===== src/hdl/pccore_consts.svh =====
//////////////////////////////////////////////////
// Sizes and timing of the peripheral controller core
// Include in any RTL or testbench file that needs them
//////////////////////////////////////////////////
`ifndef PCCORE_CONSTS_SVH
`define PCCORE_CONSTS_SVH

//////////////////////////////////////////////////
// Address map
`define PC_NUM_SLOTS    9                        // Peripheral slots on the bus
`define PC_SLOT_BITS    4                        // Upper paddr field
`define PC_REG_BITS     8                        // Lower paddr field
`define PC_ADDR_BITS    12                       // APB address width
`define PC_DATA_BITS    8                        // Bus and APB data width

//////////////////////////////////////////////////
// Register file of one slot
`define PC_NUM_REGS     8                        // Implemented registers per slot
`define PC_NUM_ID_REGS  2                        // ID low and high byte
`define PC_NUM_SCRATCH  (`PC_NUM_REGS - `PC_NUM_ID_REGS) // Read/write bytes
`define PC_ID_BITS      16                       // Peripheral ID width

//////////////////////////////////////////////////
// Timing
`define PC_SLOT_WAIT    2                        // Stall cycles before ack
`define PC_TIMEOUT_PER_XFER (`PC_SLOT_WAIT + 6)  // Cycle budget per transfer
`define PC_TIMEOUT_BASE 100                      // Fixed slack on top of the budget

`endif


===== src/hdl/pc_bus_pkg.sv =====
//////////////////////////////////////////////////
// Internal peripheral bus types, shared by bridge,
// slots and response collector
//////////////////////////////////////////////////
`include "pccore_consts.svh"

package pc_bus_pkg;

    //////////////////////////////////////////////////
    // Opcode
    typedef enum logic {
        BUS_READ  = 1'b0,                        // Register onto the chain
        BUS_WRITE = 1'b1                         // wdata into register
    } bus_op_e;

    //////////////////////////////////////////////////
    // Request, broadcast to every slot
    typedef struct packed {
        logic                       valid;       // Held until done
        bus_op_e                    op;          // Read or write
        logic [`PC_SLOT_BITS-1:0]   slot;        // Target slot
        logic [`PC_REG_BITS-1:0]    reg_idx;     // Register inside the slot
        logic [`PC_DATA_BITS-1:0]   wdata;       // Write data
    } bus_req_t;                                 // 22 bits

    // Response of one slot
    typedef struct packed {
        logic stall;                             // Slot claims, needs more cycles
        logic ack;                               // Transfer happens this cycle
    } slot_resp_t;

endpackage


===== src/hdl/pc_map_pkg.sv =====
//////////////////////////////////////////////////
// Address map, register classes and peripheral ID
// table of the slots
//////////////////////////////////////////////////
`include "pccore_consts.svh"

package pc_map_pkg;

    typedef logic [`PC_SLOT_BITS-1:0] slot_idx_t;   // Slot number
    typedef logic [`PC_REG_BITS-1:0]  reg_idx_t;    // Register number
    typedef logic [`PC_ID_BITS-1:0]   periph_id_t;  // Peripheral ID

    // APB address split, slot in the upper bits
    typedef struct packed {
        slot_idx_t slot;
        reg_idx_t  reg_idx;
    } addr_map_t;

    typedef enum logic [1:0] {
        REG_ID_LO   = 2'd0,                      // ID bits 7:0, read only
        REG_ID_HI   = 2'd1,                      // ID bits 15:8, read only
        REG_SCRATCH = 2'd2,                      // Read/write byte
        REG_NONE    = 2'd3                       // Not implemented
    } reg_sel_e;

    //////////////////////////////////////////////////
    // Peripheral ID of each slot
    function automatic periph_id_t slot_id(slot_idx_t idx);
        case (idx)
            4'h0:    return 16'h002f;
            4'h1:    return 16'h0024;
            4'h2:    return 16'h001b;
            4'h3:    return 16'h001a;
            4'h4:    return 16'h001d;
            4'h5:    return 16'h0029;
            4'h6:    return 16'h0008;
            4'h7:    return 16'h001e;
            4'h8:    return 16'h0026;
            default: return 16'h0000;            // Empty slot
        endcase
    endfunction

    // Class of a register index
    function automatic reg_sel_e reg_class(reg_idx_t idx);
        if (idx == 0) return REG_ID_LO;
        if (idx == 1) return REG_ID_HI;
        if (idx < `PC_NUM_REGS) return REG_SCRATCH;
        return REG_NONE;
    endfunction

endpackage


===== src/hdl/apb_bus_bridge.sv =====
//////////////////////////////////////////////////
// APB3 slave that turns each transfer into one
// request on the internal peripheral bus
//////////////////////////////////////////////////
`timescale 1ns/1ps
`include "pccore_consts.svh"

module apb_bus_bridge (
    input  logic                      clk,
    input  logic                      arst_n,
    // APB slave side
    input  logic                      psel,
    input  logic                      penable,
    input  logic                      pwrite,
    input  logic [`PC_ADDR_BITS-1:0]  paddr,
    input  logic [`PC_DATA_BITS-1:0]  pwdata,
    output logic [`PC_DATA_BITS-1:0]  prdata,
    output logic                      pready,
    output logic                      pslverr,
    // Internal bus side
    output pc_bus_pkg::bus_req_t      req,
    output logic [`PC_DATA_BITS-1:0]  chain_head,
    input  logic                      done,
    input  logic                      err,
    input  logic [`PC_DATA_BITS-1:0]  rdata
);

    typedef enum logic [1:0] {
        IDLE,                                    // Waiting for a setup phase
        ACCESS,                                  // Request out, waiting for done
        RESPOND                                  // Single pready cycle
    } state_e;

    state_e                     state;
    logic                       valid_q;         // Request valid
    pc_bus_pkg::bus_op_e        op_q;            // Captured direction
    pc_map_pkg::addr_map_t      addr_q;          // Captured slot and register
    logic [`PC_DATA_BITS-1:0]   wdata_q;         // Captured write data
    logic                       setup;           // APB setup phase seen

    assign setup = psel && !penable;

    //////////////////////////////////////////////////
    // Control FSM
    // Request rises with the first access cycle and pready follows done by one cycle
    always_ff @(posedge clk or negedge arst_n) begin
        if (!arst_n) begin
            state   <= IDLE;
            valid_q <= 1'b0;
            pready  <= 1'b0;
            pslverr <= 1'b0;
        end else begin
            pready  <= 1'b0;                     // Pulses only
            pslverr <= 1'b0;
            case (state)
                IDLE: begin
                    if (setup) begin
                        valid_q <= 1'b1;         // Visible in first access cycle
                        state   <= ACCESS;
                    end
                end
                ACCESS: begin
                    if (done) begin
                        valid_q <= 1'b0;         // Low for at least one cycle
                        pready  <= 1'b1;
                        pslverr <= err;
                        state   <= RESPOND;
                    end
                end
                RESPOND: state <= IDLE;          // Master closes the transfer here
                default: state <= IDLE;
            endcase
        end
    end

    // Address, opcode and data latched in the setup phase
    always_ff @(posedge clk) begin
        if (state == IDLE && setup) begin
            op_q    <= pwrite ? pc_bus_pkg::BUS_WRITE : pc_bus_pkg::BUS_READ;
            addr_q  <= pc_map_pkg::addr_map_t'(paddr); // Slot in the upper bits
            wdata_q <= pwdata;
        end
    end

    // Read data for the pready cycle is zero on writes and errors
    always_ff @(posedge clk) begin
        if (state == ACCESS && done) begin
            if (op_q == pc_bus_pkg::BUS_READ && !err)
                prdata <= rdata;
            else
                prdata <= '0;
        end
    end

    //////////////////////////////////////////////////
    // Request to the slots
    always_comb begin
        req.valid   = valid_q;
        req.op      = op_q;
        req.slot    = addr_q.slot;
        req.reg_idx = addr_q.reg_idx;
        req.wdata   = wdata_q;
    end

    assign chain_head = wdata_q;                 // Head of the read chain carries the write data

endmodule


===== src/hdl/periph_slot.sv =====
//////////////////////////////////////////////////
// One peripheral slot, ID and scratch registers
// with wait states, instanced once per slot
//////////////////////////////////////////////////
`timescale 1ns/1ps
`include "pccore_consts.svh"

module periph_slot #(
    parameter int SLOT_INDEX = 0                 // Position on the bus
) (
    input  logic                      clk,
    input  logic                      arst_n,
    input  pc_bus_pkg::bus_req_t      req,
    input  logic [`PC_DATA_BITS-1:0]  chain_in,  // From the next slot up
    output logic [`PC_DATA_BITS-1:0]  chain_out, // Toward slot 0
    output pc_bus_pkg::slot_resp_t    resp
);

    localparam pc_map_pkg::slot_idx_t  MY_SLOT  = pc_map_pkg::slot_idx_t'(SLOT_INDEX);
    localparam pc_map_pkg::periph_id_t MY_ID    = pc_map_pkg::slot_id(MY_SLOT);
    localparam int                     CNT_BITS = $clog2(`PC_SLOT_WAIT + 2);
    localparam int                     SCR_BITS = $clog2(`PC_NUM_SCRATCH);

    logic [`PC_DATA_BITS-1:0] scratch [`PC_NUM_SCRATCH]; // Read/write bytes
    logic [CNT_BITS-1:0]      cnt;               // Wait states so far
    logic                     served;            // Acked, wait for valid to drop
    pc_map_pkg::reg_sel_e     cls;               // Class of addressed register
    logic [SCR_BITS-1:0]      scr_idx;           // Scratch byte index
    logic                     hit;               // We own this transfer
    logic [`PC_DATA_BITS-1:0] rd_val;            // Addressed register value

    //////////////////////////////////////////////////
    // Decode
    assign cls     = pc_map_pkg::reg_class(req.reg_idx);
    assign scr_idx = SCR_BITS'(req.reg_idx - `PC_NUM_ID_REGS);
    // Unimplemented registers are not claimed, so the collector flags them
    assign hit     = req.valid && (req.slot == MY_SLOT) &&
                     (cls != pc_map_pkg::REG_NONE) && !served;

    // Stall for the wait states, then ack once
    assign resp.stall = hit && (cnt != CNT_BITS'(`PC_SLOT_WAIT));
    assign resp.ack   = hit && (cnt == CNT_BITS'(`PC_SLOT_WAIT));

    always_ff @(posedge clk or negedge arst_n) begin
        if (!arst_n) begin
            cnt    <= '0;
            served <= 1'b0;
            for (int i = 0; i < `PC_NUM_SCRATCH; i++)
                scratch[i] <= '0;
        end else begin
            if (!req.valid) begin                // Transfer over, rearm
                cnt    <= '0;
                served <= 1'b0;
            end else if (hit) begin
                if (resp.ack)
                    served <= 1'b1;
                else
                    cnt <= cnt + 1'b1;
            end
            // ID writes are acked and dropped
            if (resp.ack && req.op == pc_bus_pkg::BUS_WRITE &&
                cls == pc_map_pkg::REG_SCRATCH)
                scratch[scr_idx] <= req.wdata;
        end
    end

    //////////////////////////////////////////////////
    // Read mux and chain
    always_comb begin
        case (cls)
            pc_map_pkg::REG_ID_LO:   rd_val = MY_ID[7:0];
            pc_map_pkg::REG_ID_HI:   rd_val = MY_ID[15:8];
            pc_map_pkg::REG_SCRATCH: rd_val = scratch[scr_idx];
            default:                 rd_val = '0;
        endcase
    end

    // Our byte replaces the chain only on the read ack cycle
    assign chain_out = (resp.ack && req.op == pc_bus_pkg::BUS_READ) ? rd_val : chain_in;

endmodule


===== src/hdl/bus_return.sv =====
//////////////////////////////////////////////////
// Collects slot responses and the chain tail into
// one done pulse with error flag and read data
//////////////////////////////////////////////////
`timescale 1ns/1ps
`include "pccore_consts.svh"

module bus_return (
    input  logic                                         clk,
    input  logic                                         arst_n,
    input  logic                                         req_valid,
    input  pc_bus_pkg::slot_resp_t [`PC_NUM_SLOTS-1:0]   resp,
    input  logic [`PC_DATA_BITS-1:0]                     chain_tail,
    output logic                                         done,
    output logic                                         err,
    output logic [`PC_DATA_BITS-1:0]                     rdata
);

    logic any_stall;                             // Some slot still busy
    logic any_ack;                               // Some slot acks now
    logic answered;                              // Done already given for this request

    //////////////////////////////////////////////////
    // OR of all slots
    always_comb begin
        any_stall = 1'b0;
        any_ack   = 1'b0;
        for (int i = 0; i < `PC_NUM_SLOTS; i++) begin
            any_stall |= resp[i].stall;
            any_ack   |= resp[i].ack;
        end
    end

    // Nobody stalls or acks in the first cycle means nobody claims the address
    always_ff @(posedge clk or negedge arst_n) begin
        if (!arst_n) begin
            done     <= 1'b0;
            err      <= 1'b0;
            answered <= 1'b0;
        end else begin
            done <= 1'b0;                        // One cycle only
            if (!req_valid) begin
                answered <= 1'b0;
            end else if (!answered) begin
                if (any_ack) begin
                    done     <= 1'b1;
                    err      <= 1'b0;
                    answered <= 1'b1;
                end else if (!any_stall) begin
                    done     <= 1'b1;            // Unclaimed
                    err      <= 1'b1;
                    answered <= 1'b1;
                end
            end
        end
    end

    // Chain tail is only meaningful on the ack cycle
    always_ff @(posedge clk) begin
        if (req_valid && !answered && any_ack)
            rdata <= chain_tail;
    end

endmodule


===== src/hdl/pccore_top.sv =====
//////////////////////////////////////////////////
// Peripheral controller core, APB slave in front
// of the slot bus with its read chain
//////////////////////////////////////////////////
`timescale 1ns/1ps
`include "pccore_consts.svh"

module pccore_top (
    input  logic                      clk,
    input  logic                      arst_n,
    input  logic                      psel,
    input  logic                      penable,
    input  logic                      pwrite,
    input  logic [`PC_ADDR_BITS-1:0]  paddr,
    input  logic [`PC_DATA_BITS-1:0]  pwdata,
    output logic [`PC_DATA_BITS-1:0]  prdata,
    output logic                      pready,
    output logic                      pslverr
);

    pc_bus_pkg::bus_req_t                       req;        // Broadcast request
    pc_bus_pkg::slot_resp_t [`PC_NUM_SLOTS-1:0] resp;       // One per slot
    logic [`PC_DATA_BITS-1:0] chain [`PC_NUM_SLOTS+1];      // Top entry is the head
    logic                     done;              // Transfer finished
    logic                     err;               // No slot claimed it
    logic [`PC_DATA_BITS-1:0] rdata;             // Byte off the chain

    //////////////////////////////////////////////////
    // APB side
    apb_bus_bridge bridge_i (
        .clk        (clk),
        .arst_n     (arst_n),
        .psel       (psel),
        .penable    (penable),
        .pwrite     (pwrite),
        .paddr      (paddr),
        .pwdata     (pwdata),
        .prdata     (prdata),
        .pready     (pready),
        .pslverr    (pslverr),
        .req        (req),
        .chain_head (chain[`PC_NUM_SLOTS]),
        .done       (done),
        .err        (err),
        .rdata      (rdata)
    );

    //////////////////////////////////////////////////
    // Slots, chain runs from the highest slot down to 0
    for (genvar k = 0; k < `PC_NUM_SLOTS; k++) begin : g_slot
        periph_slot #(
            .SLOT_INDEX (k)
        ) slot_i (
            .clk        (clk),
            .arst_n     (arst_n),
            .req        (req),
            .chain_in   (chain[k+1]),
            .chain_out  (chain[k]),
            .resp       (resp[k])
        );
    end

    // Response collector at the chain tail
    bus_return return_i (
        .clk        (clk),
        .arst_n     (arst_n),
        .req_valid  (req.valid),
        .resp       (resp),
        .chain_tail (chain[0]),
        .done       (done),
        .err        (err),
        .rdata      (rdata)
    );

endmodule


===== config.mk =====
export PLATFORM = sky130hd
export DESIGN_NAME = pccore_top
export DESIGN_NICKNAME = d
export VERILOG_FILES = /design/src/hdl/pc_bus_pkg.sv /design/src/hdl/pc_map_pkg.sv /design/src/hdl/apb_bus_bridge.sv /design/src/hdl/periph_slot.sv /design/src/hdl/bus_return.sv /design/src/hdl/pccore_top.sv
export VERILOG_INCLUDE_DIRS = /design/src /design/src/hdl
export SDC_FILE = /design/constraint.sdc
export NUM_CORES = 1
export LEC_CHECK = 0
export ABC_AREA = 1
export BUFFER_PORTS_ARGS = -buffer_cell sky130_fd_sc_hd__buf_2
export CAP_MARGIN = 20
export CORE_MARGIN = 2
export CORE_UTILIZATION = 55
export CTS_BUF_LIST = sky130_fd_sc_hd__clkbuf_16
export DETAILED_ROUTE_END_ITERATION = 10
export GPL_ROUTABILITY_DRIVEN = 1
export HOLD_SLACK_MARGIN = 0.06
export PLACE_DENSITY = 0.8
export SETUP_SLACK_MARGIN = 0.05
export SLEW_MARGIN = 25
export SYNTH_ARGS = -nofsm -noshare
export SYNTH_HDL_FRONTEND = slang
export SYNTH_HIERARCHICAL = 1
export SYNTH_SLANG_ARGS = --single-unit

===== constraint.sdc =====
create_clock -name clk -period 3.35 [get_ports clk]
set_input_delay 0.335 -clock clk [delete_from_list [all_inputs] [get_ports clk]]
set_output_delay 0.335 -clock clk [all_outputs]
set_load 0.01 [all_outputs]

==> results.toml, run 1 <==
[run_status]
run_status = "complete, no violations"

[global_routing]
grt_pass1_wl_um = 125000
use_met3_pct = 4.03
grt-ovfl-total = 0
busiest_layer = "met2"
grt_pass1_vias = 23700
grt_antenna_before_repair = 0
grt_usage_pct = 30.5
grt_use_met1_pct = 44.1
grtUsageMet2_pct = 47.4
grt_max_degree = 113

[die]
die_width_um = 227
io_pins = 35
die_y_um = 227
rows = 81
start_util_pct = 55.8
die_area_um2 = 51500
core_um2 = 49100

[placement]
place_congestion = 0.928
hpwlAfterDp_um = 48300
dp_slack_ns = 0.378
io_buffers = 34

[cts]
cts_tree = "built"
clk_pin_slew_ns = 0.06
clkSinkCount = 504
htreeDepth = 2
ctsLongestPathBuffers = 3
clk_latency_ns = 0.62
numCtsBuffers = 55
clockRootBuffer = "clkbuf_16"

[setup_path]
worst_ep_arrival_time_ns = 3.32
critPathMaxStageDelay_ns = 0.47
crit_buf_inv = 1
cp_top_family = "simple AND/OR/NAND/NOR gates"
required_ns = 3.73
cp-end-kind = "flop"
slowest_stage = "edfxtp_1"
critPathKind = "reg2reg"
setup.worst_path.start_class = "flop"
crit_fanout = 12
worst_path_most_repeated_cell = "nand2_1"
reg2reg_slack_ns = 0.41

[routing]
drc = 0
detailroute.via_count = 25300
antenna_left = 0
via_per_inst = 5.66
dr.pass1.iters = 5
wl_um = 77800
drt_iter0_drc = 3054
wl_per_cell_um = 17.4

[timing]
rsz0062_at_grt = "no"
finalCriticalPeriod_ns = 2.94
fmaxAchievable_ghz = 0.340
worst_slack_ns = 0.408
holdWs_ns = 0.115
slew_headroom_pct = 30.1
clock_skew_ns = 0.0271
finalCritPeriodShare_pct = 87.8
tightest_slew_ns = 1.05
hold_violations = 0
tns_ns = 0
setup_viol_count_final = 0
slew_viol_final = 0

[power]
p_per_area_nw_per_um2 = 494
peakVddDrop_mv = 0.548
leakage_nw = 16.4
p_total_mw = 15.1

[synth]
yosysWarnings = 6
ys_types = 41
syn_area_um2 = 27400
yosysSeqAreaShare_pct = 46.8
synthCells = 3692
yosysTopAreaCell = "dfrtp_1"
netlist_top_cells_area = "dfrtp_1 (43%), nand2_1 (20%), nand3_1 (9.9%), edfxtp_1 (4.1%), nor2_1 (4.0%)"
syn_area_per_cell_um2 = 7.41
ys_ff_latch = 504
yosysTopAreaCellShare_pct = 42.7
syn_nets = 3753

[cells_and_area]
fin_util_pct = 62.1
final_nets = 3820
drive_gt1_share_pct = 8.44
area_growth_syn_to_layout_pct = 11.4
nFillCells = 4295

[hold_path]
min_path_type = "in2reg"

[job]
cap_viol_max_count = 0
## placed cells by master (no fill, tap or decap), types with 16 or more instances in the layout
cell and instances:
nand2_1 1454, nand3_1 542, dfrtp_1 467, nor2_1 294, inv_1 265, o21ai_0 114, nand4_1 103, buf_4 64
clkbuf_16 58, a21oi_1 55, clkinv_1 42, edfxtp_1 37, o211ai_1 36, ha_1 34, buf_2 33, nor2_2 28
dlygate4sd3_1 22, nand2_2 20, nand3_2 17, inv_2 16
## power breakdown
group	total, mW	internal [mW]	switching, mW
combinational	2.30	0.562	1.73
clock	6.43	3.84	2.58
sequential	6.33	6.26	0.0754
total	15.1	10.7	4.39
## area by class of cell
class / count / area [um^2] / share of cell area (%)
flip-flops and latches: 504 / 12800 / 42.0
multi-input cells: 2760 / 12600 / 41.4
clock buffers: 57 / 1430 / 4.68
repair buffers: 135 / 1180 / 3.89
inverters: 303 / 1140 / 3.74
well taps: 664 / 831 / 2.73
clock inverters: 45 / 473 / 1.55
diodes: 1 / 2.50 / 0.00821
## logic make-up after synthesis
logic type      count (synthesis)  synth area share, %
compound gates                213                 4.25
fa+ha+maj                      36                 1.65
buf+inv                       428                 7.19
flops                         504                 46.8
simple gates                 2511                 40.1
## per-stage QoR
stage | instance area [um^2] | instances
finish | 30500 | 4469
global route | 30500 | 4468
CTS | 30400 | 4465
detailed placement | 28300 | 4341
global placement | 28300 | 4341
floorplan | 27400 | 3692
## metal layers
layer	part of all wire, %	vias up
met5	0	-
met4	3.0	0
met3	8.7	207
met2	46	1162
met1	42	11900
li1	-	12000
## Yosys cell counts, drive strengths merged
master,n
a21boi,1
a21oi,55
and2,1
buf,98
clkbuf,27
clkinv,30
dfrtp,467
edfxtp,37
ha,36
inv,273
nand2,1486
nand3,565
nand3b,2
nand4,104
nor2,335
nor3,14
o211ai,36
o21a,1
o21ai,119
o21bai,1
or2,4
## registers in the layout (all words and copies together), names as in the netlist
signal                 count
return_i/done              1
bridge_i/prdata            8
g_slot.slot_i/scratch    432
return_i/answered          1
bridge_i/chain_head        8
bridge_i/valid_q           1
bridge_i/pready            1
g_slot.slot_i/cnt         18
bridge_i/op_q              1
g_slot.slot_i/served       9
bridge_i/pslverr           1
bridge_i/state             2
bridge_i/req              12
return_i/err               1
return_i/rdata             8
## what timing repair did
action	in CTS	in global routing
gates resized for setup	0	5
hold endpoints to repair	66	0
hold buffers	22	0
setup endpoints to repair	0	4
buffers inserted	0	1
## worst min-delay path: stages
cell and delay [ns]:
buf_2 0.10, nand3_1 0.19, nand2_1 0.08
## worst paths after layout
| path | from | endpoint | cells past startpoint |
|---|---|---|---|
| min in group asynchronous | arst_n | g_slot[4].slot_i/scratch[46] | 2 |
| worst max register to register | bridge_i/req[9] | return_i/rdata[1] | 25 |
| worst min-delay path | psel | bridge_i/state[0] | 3 |
| worst min register to register | g_slot[3].slot_i/scratch[12] | g_slot[3].slot_i/scratch[12] | 2 |
| max in group asynchronous | arst_n | g_slot[3].slot_i/scratch[1] | 3 |
| worst max-delay path | bridge_i/req[9] | return_i/rdata[1] | 25 |
No activity file was read; power rests on OpenSTA's default activity.
==> inputs of run 2 (changes only) <==
--- a/config.mk
+++ b/config.mk
@@ -17,7 +17,6 @@
 export HOLD_SLACK_MARGIN = 0.06
 export PLACE_DENSITY = 0.8
 export SETUP_SLACK_MARGIN = 0.05
-export SLEW_MARGIN = 25
 export SYNTH_ARGS = -nofsm -noshare
 export SYNTH_HDL_FRONTEND = slang
 export SYNTH_HIERARCHICAL = 1
==> constraint.sdc (replaced) <==
create_clock -name clk -period 2.7 [get_ports clk]
set_input_delay 0.27 -clock clk [delete_from_list [all_inputs] [get_ports clk]]
set_output_delay 0.27 -clock clk [all_outputs]
set_load 0.01 [all_outputs]
==> run 2 against run 1 <==
Against the previous run:
- the run now ends with negative setup slack left
- die area is the same
- critical path type unchanged
- core utilization increased by 1.9 points
- final area increased by 3.0%
- sequential share of layout area shrank 1.2 points
- register-to-register slack got worse by 0.52 ns
- combinational power is 36% higher
- first-iteration DRC count shrank 2.8%
- cell count increased by 2.1%
- setup slack got worse by 0.52 ns
==> results.toml, run 2 (same netlist as run 1, synthesis figures left out) <==
[timing]
rsz0062_at_grt = "yes"
finalCriticalPeriod_ns = 2.81
finalCritPeriodShare_pct = 104
holdWs_ns = 0.199
setup_viol_count_final = 7
hold_violations = 0
clock_skew_ns = 0.0290
slew_headroom_pct = 31.6
worst_slack_ns = -0.110
slew_viol_final = 0
tightest_slew_ns = 1.03
fmaxAchievable_ghz = 0.356

[die]
die_area_um2 = 51500
die_y_um = 227
die_width_um = 227
core_um2 = 49100
start_util_pct = 55.8
rows = 81
io_pins = 35

[routing]
antenna_left = 0
drc = 0
wl_per_cell_um = 17.4
via_per_inst = 5.65
detailroute.via_count = 25800
wl_um = 79400
drt_iter0_drc = 2969
dr.pass1.iters = 6

[cells_and_area]
mostFrequentLayoutCells = "nand2_1 (1,447), nand3_1 (530), dfrtp_1 (467)"
area_growth_syn_to_layout_pct = 14.7
seqCellArea_um2 = 12800
final_common_cell = "nand2_1"
diodes = 0
final_nets = 3917
top_register = "g_slot.slot_i/scratch"
largest_reg_flops = 432
drive_gt1_share_pct = 11.6
multi_input_comb_area_um2 = 12800
nFillCells = 4266

[setup_path]
cp_top_family = "simple AND/OR/NAND/NOR gates"
r2r_end = "return_i/rdata[3]"
worst_path_most_repeated_cell = "nand2_1"
setup.worst_path.start_class = "flop"
required_ns = 3.07
critical_path.startpoint = "bridge_i/req[10]"
reg2reg_slack_ns = -0.11
r2r_start = "bridge_i/req[10]"
r2r_cells = 24
crit_buf_inv = 2
slowest_stage = "edfxtp_1"
critPathKind = "reg2reg"
cp-end-kind = "flop"
critPathMaxStageDelay_ns = 0.50
worst_ep_arrival_time_ns = 3.18
worstPathCellList = "buf_6 -> ha_4 -> buf_6 -> a21oi_1 -> o211ai_1 -> nand2_1 -> nand3_1 -> nand2_1 -> nand2_1 -> nand2_1 -> o21ai_1 -> nand2_1 -> nand2_1 -> nand2_1 -> nand2_1 -> nand2_1 -> nand2_1 -> nand2_1 -> nand2_1 -> nand2_1 -> nand2_1 -> nand2_1 -> nand2_1 -> nand2_1"
crit_fanout = 6

[cts]
htreeDepth = 2
clockRootBuffer = "clkbuf_16"
ctsLongestPathBuffers = 3
clk_latency_ns = 0.62
clkSinkCount = 504
numCtsBuffers = 53
cts_tree = "built"
clk_pin_slew_ns = 0.06

[run_status]
run_status = "complete, but fails checks"
violations = "negative setup slack"

[job]
cap_viol_max_count = 0

[hold_path]
min_path_type = "in2async"

[power]
p_total_mw = 18.4
leakage_nw = 16.8
p_per_area_nw_per_um2 = 587
peakVddDrop_mv = 0.755

[placement]
io_buffers = 34
place_congestion = 0.974
hpwlAfterDp_um = 50400

[global_routing]
grt_pass1_vias = 24000
grt_max_degree = 101
grt_pass1_wl_um = 128000
grt_usage_pct = 31.3
grt-ovfl-total = 0
grt_antenna_before_repair = 0
==> run 2: cell types whose count changed in the layout (fill, tap and decap cells not counted), moves of 7 or more <==
| cell | change |
|---|---|
| nor2_1 | -9 |
| buf_12 | +10 |
| nor2_2 | +7 |
| o21ai_1 | +12 |
| buf_4 | +83 |
| nand3_1 | -12 |
| nand3_2 | +12 |
| nand2_1 | -7 |
| o21ai_0 | -12 |
==> run 2: worst max path at each step <==
stage               slack (ns)  cells past startpoint                end
detailed placement       -0.06                     22  return_i/rdata[0]
finish                   -0.11                     24  return_i/rdata[3]
CTS                       0.02                     26  return_i/rdata[5]
global route             -0.24                     26  return_i/rdata[5]
floorplan                -0.41                     21  return_i/rdata[3]
global placement         0.006                     24  return_i/rdata[2]
==> run 2: metal layers <==
layer | up-vias | track usage [%] | share of wire (%)
met4 | 0 | 11.6 | 3.8
li1 | 12200 | - | -
met5 | - | 0 | 0
met1 | 12100 | 45.2 | 42
met2 | 1238 | 48.2 | 45
met3 | 241 | 4.48 | 9.6
==> run 2: layout make-up <==
| type | instances | area share [%] |
|---|---|---|
| flip-flops and latches | 504 | 40.8 |
| well taps | 664 | 2.65 |
| clock inverters | 41 | 0.985 |
| repair buffers | 233 | 6.54 |
| inverters | 303 | 3.64 |
| clock buffers | 58 | 4.62 |
| multi-input cells | 2761 | 40.8 |
==> run 2: metrics by stage <==
stage	setup TNS (ns)	setup WS, ns	cell area, um^2	utilization, %	std cells
6_report	-0.310	-0.110	31400	64.0	4564
5_1_grt	-1.80	-0.245	31400	64.0	4564
4_1_cts	0	0.0180	31200	63.5	4556
3_5_place_dp	-0.244	-0.0572	29000	59.1	4423
3_3_place_gp	0	0.00640	29000	59.1	4423
2_1_floorplan	-2.97	-0.411	27400	-	3692
==> run 2: power breakdown <==
group / total, mW / leakage (nW) / switching, mW / internal, mW
Combinational: 3.13 / 9.07 / 2.22 / 0.910
Sequential: 7.85 / 6.86 / 0.0902 / 7.76
Clock: 7.44 / 0.889 / 3.20 / 4.25
Total: 18.4 / 16.8 / 5.51 / 12.9
==> run 2: what timing repair did <==
item                                    CTS  global route
resized for setup                        12            40
hold buffers                             24             0
endpoints found under the setup margin    8            94
gates cloned                              1             1
pin swaps                                17            22
buffers inserted                          9             7
endpoints found under the hold margin   197             0
